[src/common/dct_params.svh]
// DCT row parameters: sizes of the 16-point row transform and its pipeline depth
`ifndef DCT_PARAMS_SVH
`define DCT_PARAMS_SVH

// Points per row
`define DCT_N 16

// Unsigned pixel width
`define DCT_PIX_W 8

// Signed output coefficient width
`define DCT_COEF_W 12

// Fraction bits dropped from every accumulator, i.e. divide by 64
`define DCT_FRAC_SHIFT 6

// Clock edges from an accepted row to its coefficients
`define DCT_LATENCY 2

`endif
[src/common/dct_coef_pkg.sv]
// DCT coefficient package: coefficient types, accumulator width and shift-add cosine weights
`default_nettype none

`include "dct_params.svh"

package dct_coef_pkg;

    // Accumulator width, worst case is the DC term 16*16*255 plus sign
    localparam int ACC_W = 20;

    // One signed output coefficient
    typedef logic signed [`DCT_COEF_W-1:0] coef_t;

    // Full output row, X_k in slot DCT_N-1-k so X0 is most significant
    typedef coef_t [`DCT_N-1:0] coef_row_t;

    // One parity half, X_(2i) or X_(2i+1) in slot DCT_N/2-1-i
    typedef coef_t [`DCT_N/2-1:0] half_row_t;

    // Weighted sums before the final scaling
    typedef logic signed [ACC_W-1:0] acc_t;

    // Multiply by C_j = round(16*sqrt(2)*cos(j*pi/32)) with shifts and adds only
    function automatic acc_t mul_c(input int unsigned j, input acc_t v);
        acc_t r;
        case (j)
            1:       r = (v <<< 4) + (v <<< 2) + (v <<< 1) + v;  // 23
            2, 3:    r = (v <<< 4) + (v <<< 2) + (v <<< 1);      // 22
            4:       r = (v <<< 4) + (v <<< 2) + v;              // 21
            5:       r = (v <<< 4) + (v <<< 2);                  // 20
            6:       r = (v <<< 4) + (v <<< 1) + v;              // 19
            7:       r = (v <<< 4) + v;                          // 17
            8:       r = v <<< 4;                                // 16
            9:       r = (v <<< 3) + (v <<< 2) + (v <<< 1);      // 14
            10:      r = (v <<< 3) + (v <<< 2) + v;              // 13
            11:      r = (v <<< 3) + (v <<< 1) + v;              // 11
            12:      r = (v <<< 3) + v;                          // 9
            13:      r = (v <<< 2) + (v <<< 1) + v;              // 7
            14:      r = v <<< 2;                                // 4
            15:      r = v <<< 1;                                // 2
            default: r = '0;
        endcase
        return r;
    endfunction

    // Floor divide by 2^FRAC_SHIFT, wrap to coefficient width
    function automatic coef_t scale_down(input acc_t acc);
        return acc[`DCT_FRAC_SHIFT +: `DCT_COEF_W];
    endfunction

endpackage

`default_nettype wire

[src/common/dct_sample_pkg.sv]
// DCT sample package: pixel-side types from the input row through the first butterfly
`default_nettype none

`include "dct_params.svh"

package dct_sample_pkg;

    // One unsigned pixel
    typedef logic [`DCT_PIX_W-1:0] pixel_t;

    // Full input row
    // Pixel n sits in slot DCT_N-1-n, so pixel 0 is the most significant byte
    typedef pixel_t [`DCT_N-1:0] pixel_row_t;

    // Sum of a mirrored pair, one bit of growth
    typedef logic [`DCT_PIX_W:0] pair_sum_t;

    // Difference of a mirrored pair, pixel n minus pixel DCT_N-1-n
    typedef logic signed [`DCT_PIX_W:0] pair_diff_t;

    // Registered first-stage butterfly
    // Slot n of sum and diff belongs to the pair (n, DCT_N-1-n)
    typedef struct packed {
        logic                              valid;
        pair_sum_t  [`DCT_N/2-1:0]         sum;
        pair_diff_t [`DCT_N/2-1:0]         diff;
    } butterfly_t;

endpackage

`default_nettype wire

[src/hw/dct_row/dct_row_top.sv]
// DCT row top: two-stage pipelined 16-point row transform, one row per clock
`timescale 1ns/1ps
`default_nettype none

`include "dct_params.svh"

module dct_row_top (
    input  logic                       clk,
    input  logic                       rst,
    input  logic                       in_valid,
    input  dct_sample_pkg::pixel_row_t in_row,
    output logic                       out_valid,
    output dct_coef_pkg::coef_row_t    out_row
);
    import dct_sample_pkg::*;
    import dct_coef_pkg::*;

    localparam int HALF = `DCT_N / 2;

    // Stage one output, shared by both halves
    butterfly_t bfly;
    // Stage two outputs
    logic       even_valid;
    half_row_t  even_coefs;
    half_row_t  odd_coefs;

    dct_butterfly_stage i_bfly (
        .clk      (clk),
        .rst      (rst),
        .in_valid (in_valid),
        .in_row   (in_row),
        .bfly     (bfly)
    );

    dct_even_part i_even (
        .clk        (clk),
        .rst        (rst),
        .bfly       (bfly),
        .even_valid (even_valid),
        .even_coefs (even_coefs)
    );

    dct_odd_part i_odd (
        .clk       (clk),
        .bfly      (bfly),
        .odd_coefs (odd_coefs)
    );

    // Odd half shares the even half's timing, so one tag covers the row
    assign out_valid = even_valid;

    // X0, X1, X2 ... X15 from the top slot down
    always_comb begin
        for (int i = 0; i < HALF; i++) begin
            out_row[`DCT_N-1-2*i] = even_coefs[HALF-1-i];
            out_row[`DCT_N-2-2*i] = odd_coefs[HALF-1-i];
        end
    end

endmodule

`default_nettype wire

[src/hw/dct_row/dct_odd_part.sv]
// DCT odd part: X1..X15 as shift-add weighted sums of the pair differences, registered
`timescale 1ns/1ps
`default_nettype none

`include "dct_params.svh"

module dct_odd_part (
    input  logic                       clk,
    input  dct_sample_pkg::butterfly_t bfly,
    output dct_coef_pkg::half_row_t    odd_coefs
);
    import dct_coef_pkg::*;

    localparam int HALF = `DCT_N / 2;
    // Angle steps of pi/32 in one full turn
    localparam int TURN = 4 * `DCT_N;

    // Table index of angle m*pi/32 after folding into the first quadrant
    function automatic int fold_index(input int m);
        if (m <= TURN / 4) begin
            return m;
        end else if (m <= TURN / 2) begin
            return TURN / 2 - m;
        end else if (m <= 3 * TURN / 4) begin
            return m - TURN / 2;
        end
        return TURN - m;
    endfunction

    // Cosine is negative in the second and third quadrants
    function automatic bit fold_negative(input int m);
        return (m > TURN / 4) && (m < 3 * TURN / 4);
    endfunction

    // Signed weighted term of pair n for X_(2i+1)
    acc_t term [HALF][HALF];
    // Row sums, slot i holds X_(2i+1)
    acc_t acc [HALF];

    for (genvar i = 0; i < HALF; i++) begin : g_coef
        for (genvar n = 0; n < HALF; n++) begin : g_term
            // Angle index (2n+1)k mod 64 with k = 2i+1
            localparam int M   = ((2 * n + 1) * (2 * i + 1)) % TURN;
            localparam int J   = fold_index(M);
            localparam bit NEG = fold_negative(M);

            if (NEG) begin : g_neg
                assign term[i][n] = -mul_c(J, acc_t'(bfly.diff[n]));
            end else begin : g_pos
                assign term[i][n] = mul_c(J, acc_t'(bfly.diff[n]));
            end
        end
    end

    // Adder trees, one per odd coefficient
    always_comb begin
        for (int i = 0; i < HALF; i++) begin
            acc[i] = '0;
            for (int n = 0; n < HALF; n++) begin
                acc[i] = acc[i] + term[i][n];
            end
        end
    end

    // Data only, timing matches the even half
    always_ff @(posedge clk) begin
        for (int i = 0; i < HALF; i++) begin
            odd_coefs[HALF-1-i] <= scale_down(acc[i]);
        end
    end

endmodule

`default_nettype wire

[src/hw/dct_row/dct_even_part.sv]
// DCT even part: X0..X14 from the pair sums through recursive butterflies, registered
`timescale 1ns/1ps
`default_nettype none

`include "dct_params.svh"

module dct_even_part (
    input  logic                       clk,
    input  logic                       rst,
    input  dct_sample_pkg::butterfly_t bfly,
    output logic                       even_valid,
    output dct_coef_pkg::half_row_t    even_coefs
);
    import dct_coef_pkg::*;

    localparam int HALF = `DCT_N / 2;
    localparam int S2_W = `DCT_PIX_W + 2;
    localparam int S3_W = `DCT_PIX_W + 3;
    localparam int S4_W = `DCT_PIX_W + 4;

    // Second butterfly, pair sum n against pair sum 7-n
    logic        [S2_W-1:0] st2_sum  [HALF/2];
    logic signed [S2_W-1:0] st2_diff [HALF/2];
    // Third butterfly, on stage-two sums only
    logic        [S3_W-1:0] st3_sum  [2];
    logic signed [S3_W-1:0] st3_diff [2];
    // Fourth butterfly, feeds DC and X8
    logic        [S4_W-1:0] dc_sum;
    logic signed [S4_W-1:0] dc_diff;

    // Sign-extended copies for the weighted sums
    acc_t bw [HALF/2];
    acc_t fw [2];
    // Accumulators, slot i holds X_(2i)
    acc_t acc [HALF];

    always_comb begin
        for (int n = 0; n < HALF / 2; n++) begin
            st2_sum[n]  = S2_W'(bfly.sum[n]) + S2_W'(bfly.sum[HALF-1-n]);
            st2_diff[n] = $signed(S2_W'(bfly.sum[n])) - $signed(S2_W'(bfly.sum[HALF-1-n]));
        end
        // (0,3) and (1,2) of the 4-point even half
        for (int n = 0; n < 2; n++) begin
            st3_sum[n]  = S3_W'(st2_sum[n]) + S3_W'(st2_sum[3-n]);
            st3_diff[n] = $signed(S3_W'(st2_sum[n])) - $signed(S3_W'(st2_sum[3-n]));
        end
        dc_sum  = S4_W'(st3_sum[0]) + S4_W'(st3_sum[1]);
        dc_diff = $signed(S4_W'(st3_sum[0])) - $signed(S4_W'(st3_sum[1]));
    end

    always_comb begin
        for (int n = 0; n < HALF / 2; n++) begin
            bw[n] = acc_t'(st2_diff[n]);
        end
        for (int n = 0; n < 2; n++) begin
            fw[n] = acc_t'(st3_diff[n]);
        end

        // X0 and X8 carry the flat weight 16
        acc[0] = acc_t'(dc_sum) <<< 4;
        acc[4] = acc_t'(dc_diff) <<< 4;

        // X4 and X12 rotate the third-stage differences by C4/C12
        acc[2] = mul_c(4, fw[0]) + mul_c(12, fw[1]);
        acc[6] = mul_c(12, fw[0]) - mul_c(4, fw[1]);

        // X2, X6, X10, X14 from the second-stage differences
        // Signs follow cos((2n+1)k*pi/32) folded into C2, C6, C10, C14
        acc[1] = mul_c(2, bw[0]) + mul_c(6, bw[1]) + mul_c(10, bw[2]) + mul_c(14, bw[3]);
        acc[3] = mul_c(6, bw[0]) - mul_c(14, bw[1]) - mul_c(2, bw[2]) - mul_c(10, bw[3]);
        acc[5] = mul_c(10, bw[0]) - mul_c(2, bw[1]) + mul_c(14, bw[2]) + mul_c(6, bw[3]);
        acc[7] = mul_c(14, bw[0]) - mul_c(10, bw[1]) + mul_c(6, bw[2]) - mul_c(2, bw[3]);
    end

    // Valid tag follows the butterfly by one edge
    always_ff @(posedge clk) begin
        if (rst) begin
            even_valid <= 1'b0;
        end else begin
            even_valid <= bfly.valid;
        end
    end

    // Scaled coefficients, X0 lands in the top slot
    always_ff @(posedge clk) begin
        for (int i = 0; i < HALF; i++) begin
            even_coefs[HALF-1-i] <= scale_down(acc[i]);
        end
    end

endmodule

`default_nettype wire

[src/hw/dct_row/dct_butterfly_stage.sv]
// DCT butterfly stage: sums and differences of mirrored pixel pairs, registered once
`timescale 1ns/1ps
`default_nettype none

`include "dct_params.svh"

module dct_butterfly_stage (
    input  logic                       clk,
    input  logic                       rst,
    input  logic                       in_valid,
    input  dct_sample_pkg::pixel_row_t in_row,
    output dct_sample_pkg::butterfly_t bfly
);
    import dct_sample_pkg::*;

    localparam int HALF = `DCT_N / 2;

    // Pixel n and its mirror DCT_N-1-n
    pixel_t near_pix [HALF];
    pixel_t far_pix  [HALF];

    // Undo the MSB-first packing of the row
    always_comb begin
        for (int n = 0; n < HALF; n++) begin
            near_pix[n] = in_row[`DCT_N-1-n];
            far_pix[n]  = in_row[n];
        end
    end

    always_ff @(posedge clk) begin
        // Pair sums and differences, no growth beyond one bit
        for (int n = 0; n < HALF; n++) begin
            bfly.sum[n]  <= pair_sum_t'(near_pix[n]) + pair_sum_t'(far_pix[n]);
            bfly.diff[n] <= pair_diff_t'(near_pix[n]) - pair_diff_t'(far_pix[n]);
        end
        // Only the tag is cleared, payload follows the row
        if (rst) begin
            bfly.valid <= 1'b0;
        end else begin
            bfly.valid <= in_valid;
        end
    end

endmodule

`default_nettype wire

[config.mk]
export PLATFORM = sky130hd
export DESIGN_NAME = dct_row_top
export DESIGN_NICKNAME = d
export VERILOG_FILES = /design/src/common/dct_coef_pkg.sv /design/src/common/dct_sample_pkg.sv /design/src/hw/dct_row/dct_row_top.sv /design/src/hw/dct_row/dct_odd_part.sv /design/src/hw/dct_row/dct_even_part.sv /design/src/hw/dct_row/dct_butterfly_stage.sv
export VERILOG_INCLUDE_DIRS = /design/src /design/src/common
export SDC_FILE = /design/constraint.sdc
export NUM_CORES = 2
export LEC_CHECK = 0
export BUFFER_PORTS_ARGS = -buffer_cell sky130_fd_sc_hd__buf_2
export CAP_MARGIN = 10
export CORE_ASPECT_RATIO = 1.75
export CORE_MARGIN = 5
export CORE_UTILIZATION = 63
export CTS_CLUSTER_SIZE = 40
export DETAILED_ROUTE_END_ITERATION = 8
export PLACE_DENSITY = 0.87
export SYNTH_ARGS = -nofsm -noshare
export SYNTH_HDL_FRONTEND = slang
export SYNTH_SLANG_ARGS = --single-unit
[constraint.sdc]
create_clock -name clk -period 19.93 [get_ports clk]
set_input_delay 4.9825 -clock clk [delete_from_list [all_inputs] [get_ports clk]]
set_output_delay 4.9825 -clock clk [all_outputs]
set_load 0.05 [all_outputs]
* Word level (Yosys, flattened, before mapping)
Index checks and enable logic that the tools add are counted.
** Storage, ports and cells
- Flip-flop bits (word level) :: 334
- Input bits :: 131
- Output and inout port bits :: 193
- Word-level logic and storage cells :: 270
** Cells by class
- Add/sub/neg operators :: 236
** Operators with widths (number)
- 18-bit adder :: 30
- 14-bit negator with 18-bit output :: 13
- 13-bit by 9-bit adder with 14-bit output :: 16
- 18-bit by 14-bit adder with 18-bit output :: 11
- 14-bit by 10-bit adder with 15-bit output :: 13
- 15-bit by 9-bit adder with 16-bit output :: 8
- 13-bit by 10-bit adder with 14-bit output :: 8
- 13-bit by 11-bit adder with 14-bit output :: 8
- 12-bit by 10-bit adder with 13-bit output :: 8
- 12-bit by 11-bit adder with 13-bit output :: 8
- 12-bit by 9-bit adder with 13-bit output :: 8
- 11-bit by 10-bit adder with 12-bit output :: 8
- 14-bit by 11-bit adder with 15-bit output :: 6
- 18-bit by 10-bit adder with 18-bit output :: 4
- 8-bit by 8-bit adder with 9-bit output :: 8
- 15-bit negator with 18-bit output :: 4
- 18-bit negator :: 4
- 8-bit by 8-bit subtractor with 9-bit output :: 8
- 15-bit by 10-bit adder with 16-bit output :: 4
- 15-bit by 11-bit adder with 16-bit output :: 4
- 14-bit by 12-bit adder with 15-bit output :: 4
- 13-bit by 12-bit adder with 14-bit output :: 4
- 14-bit by 18-bit adder with 18-bit output :: 3
- 13-bit negator with 18-bit output :: 3
- 26 further kinds :: 41

* Depth between registers and ports, before layout
- Depth after elaboration :: 11
- Gate-level depth with buffers :: 35
- Mapped depth without buffers :: 35

* By module
From an unflattened synthesis, not the netlist that was laid out.
** Second synthesis, totals
- Cells, all modules :: 7834
- Area total of the unflattened synthesis :: 74701.6 um2
** Modules (own cells, without submodules)
- dct_odd_part :: instances 1, cells an instance 4595, area an instance 44550.2 um2, seq. area each 1921.8 um2
- dct_even_part :: instances 1, cells an instance 2246, area an instance 21239.1 um2, seq. area each 1861.8 um2
- dct_butterfly_stage :: instances 1, cells an instance 993, area an instance 8912.3 um2, seq. area each 2742.6 um2

* Least setup slack after synthesis
OpenSTA, ideal clock, no wires.
- Path kind :: reg-to-reg
- Start :: register, netlist name i_bfly.bfly[17]
- End :: register i_odd.odd_coefs[95] (netlist name)
- Arrival :: 9494 ps
- Required time :: 19809 ps
- Setup slack :: 10316 ps
- Cell stages (with the launch flop) :: 29
- Buffers on the path :: 0
- Cells stage by stage :: dfxtp_1 > inv_1 > ha_1 > xnor2_1 > ha_1 > a21oi_1 > o21ai_0 > xnor2_1 > fa_1 > inv_1 > ha_1 > nand3_1 > nand2_1 > a41oi_1 > nor2b_1 > xnor2_1 > fa_1 > inv_1 > fa_1 > inv_1 > fa_1 > fa_1 > ha_1 > ha_1 > and3_1 > a221o_2 > a2111oi_4 > o31a_2 > xnor2_1
** RTL lines
- to (signal, indexed assignment) :: line dct_odd_part.sv:68 : odd_coefs[HALF-1-i] <= scale_down(acc[i]);
- to (decl) :: line dct_odd_part.sv:10 : output dct_coef_pkg::half_row_t odd_coefs

==> run summary <==
CTS max path bufs: 3
Iteration-0 DRC Markers: 3304
maximum fanout along the worst path: 13
Die Outline Area: 125000 µm²
post-detail-place hpwl: 224 mm
count of antenna-violating nets left after detailed routing: 0
via count: 54776
area of placed instances: 78600 µm²
number of sinks handled by clock tree synthesis: 326
worst slew margin relative to its limit: 0.00938
arrival time at the worst endpoint: 9.88 ns
Detailed Routing Iterations Pass 1: 6
total clock buffers created by CTS: 39
top achievable clock speed: 107 MHz
sequential share of the synthesized area: 0.0878
Std-Cell Rows: 166
Overflow after GRT: 0
number of global-route vias before repair: 61217
register bit total from synthesis: 326
number of top-level design ports: 324
standard cell with the maximum stage delay on the critical path: dfxtp_1
leading cell type in the layout, fill and taps excluded: inv_1
Critical Path Sink Type: register
initial core utilization: 0.634
worst skew pair latency: 0.66 ns
drt total wl: 260 mm
commonest non-fill, non-tap cells in the layout: inv_1, fa_1, ha_1, a21oi_1, xnor2_1
drt wl/cell: 27.3 µm
number of distinct library cell variants in the gate-level netlist after synthesis: 77
detail-routed via count per cell: 5.75
violations in the final reports: capacitance limit
required arrival time at the worst endpoint: 20.46 ns
transition time at the pin with the least slew margin: 1.48 ns
cell count after synthesis: 7524
proportion of synthesized flip-flops having asynchronous set or reset: 0
category of the worst setup path launch point: register
H-tree depth reported by CTS: 2
x dimension of the die: 270 µm
post-layout instance area: 80000 µm²
number of enable flip-flop cells after synthesis: 0
CTS Root Cell: clkbuf_16
CTS Hold Buffers Added: 0
sequential cell area: 6550 µm²
area growth from synthesis to layout: 7.60%
longest individual stage delay on the worst path: 0.91 ns
worst-case setup slack after placement: 10.72 ns
RSZ-0062 raised after global routing: no
final net count: 10656
Post-Synthesis Cell Area: 74300 µm²
initial antenna violation count: 17
total area of multi-input combinational cells: 60300 µm²
wire length of the first global-routing pass: 382 mm
fraction of layout instances using a drive strength above 1: 0.0725
classification of the worst-slack hold path: reg -> reg
global placer's final weighted congestion: 1.08
Synth warnings: 0
number of setup violations in the final report: 0
synthesized area per cell: 9.88 µm²
CTS tree: done
number of buffer cells added on primary ports: 321
clk_skew: 0.0313 ns
post-cts gate resize count: 0
maximum number of pins on one net before global-route repair: 29
final hold violations: 0
Post CTS Setup Buffer Count: 0
aggregate global-route resource usage: 0.420
status: finished with violations
min cycle time layout: 9.35 ns
leading register cell type out of synthesis: dfxtp_1
count of unresolved DRC violations after routing: 0
post-CTS clock slew at the launch and capture registers of the worst setup and hold paths: 0.07 ns
Max-cap violations: 1
die boundary height: 464 µm
Crit Path Class: reg -> reg
Final Max Slew Viols: 0
final clock period utilization by the worst path: 0.469
setup TNS: 0 ns
post-route setup slack: 10.58 ns
Floorplan Core Area: 117000 µm²
layout filler cell count: 9254
## synth_stat cells, types with 55 or more instances
library cell	n	area share
ha_1	1107	0.19
o21ai_0	156	0.011
xor2_1	243	0.029
nand2_1	149	0.0075
a21o_1	149	0.015
inv_1	1979	0.10
xnor2_1	493	0.058
a21oi_1	487	0.033
fa_1	1448	0.39
nand2b_1	55	0.0046
nor3_1	58	0.0039
nor2_1	231	0.012
dfxtp_1	326	0.088
o21bai_1	184	0.019
## critical path: cells and delay by family (launching register included)
| family | cells | cell delay, ns |
|---|---|---|
| AO/OA/AOI/OAI | 5 | 1.22 |
| XOR/XNOR | 3 | 1.03 |
| adder cells (fa/ha/maj) | 10 | 4.27 |
| buffers and inverters | 3 | 0.64 |
| flip-flops | 1 | 0.91 |
| AND/OR/NAND/NOR | 8 | 1.15 |
## cell type report
type                            count  share of cell area
Multi-Input combinational cell   5190               0.755
Inverter                         1979              0.0929
Sequential cell                   326              0.0819
Timing Repair Buffer              434              0.0307
Tap cell                         1512              0.0237
Clock buffer                       48              0.0133
Clock inverter                     21             0.00282
Antenna cell                        9            0.000282
## routing by layer
layer	wire length [µm]	vias up	global-route usage
li1	-	24169	-
met1	76700	27058	0.387
met2	126000	2302	0.709
met3	15800	1239	0.0862
met4	42000	8	0.501
met5	57	-	0
## stage by stage
| step | util | hold slack [ns] | std cells |
|---|---|---|---|
| finish | 0.683 | 0.425 | 9519 |
| CTS | 0.682 | 0.450 | 9508 |
| global placement | 0.671 | 0.419 | 9438 |
| floorplan | - | 0.414 | 7525 |
| global route | 0.683 | 0.450 | 9516 |
| detailed placement | 0.671 | 0.444 | 9439 |
## state kept, by name (all words and copies together) (netlist names)
name               count
i_bfly.bfly          137
i_odd.odd_coefs       96
i_even.even_coefs     92
i_even.even_valid      1
## cell families after synthesis
family          after synthesis  share of synthesized area
xor+xnor                    736                     0.0867
buf+inv                    2009                      0.102
compound gates             1188                      0.101
simple gates                707                     0.0456
flops                       326                     0.0878
other cells                   1                  0.0000505
mux                           2                   0.000286
fa+ha+maj                  2555                      0.576
## final timing paths
| kind | cells after the start | start | endpoint | slack [ns] |
|---|---|---|---|---|
| worst max register to register | 29 | i_bfly.bfly[58] | i_odd.odd_coefs[71] | 10.58 |
| worst min-delay path | 1 | i_bfly.bfly[144] | i_even.even_valid | 0.42 |
| worst min register to register | 1 | i_bfly.bfly[144] | i_even.even_valid | 0.42 |
| worst max-delay path | 29 | i_bfly.bfly[58] | i_odd.odd_coefs[71] | 10.58 |
Power is not shown: default switching activity piles up to over one toggle a cycle in this logic, so the estimate is an artifact.
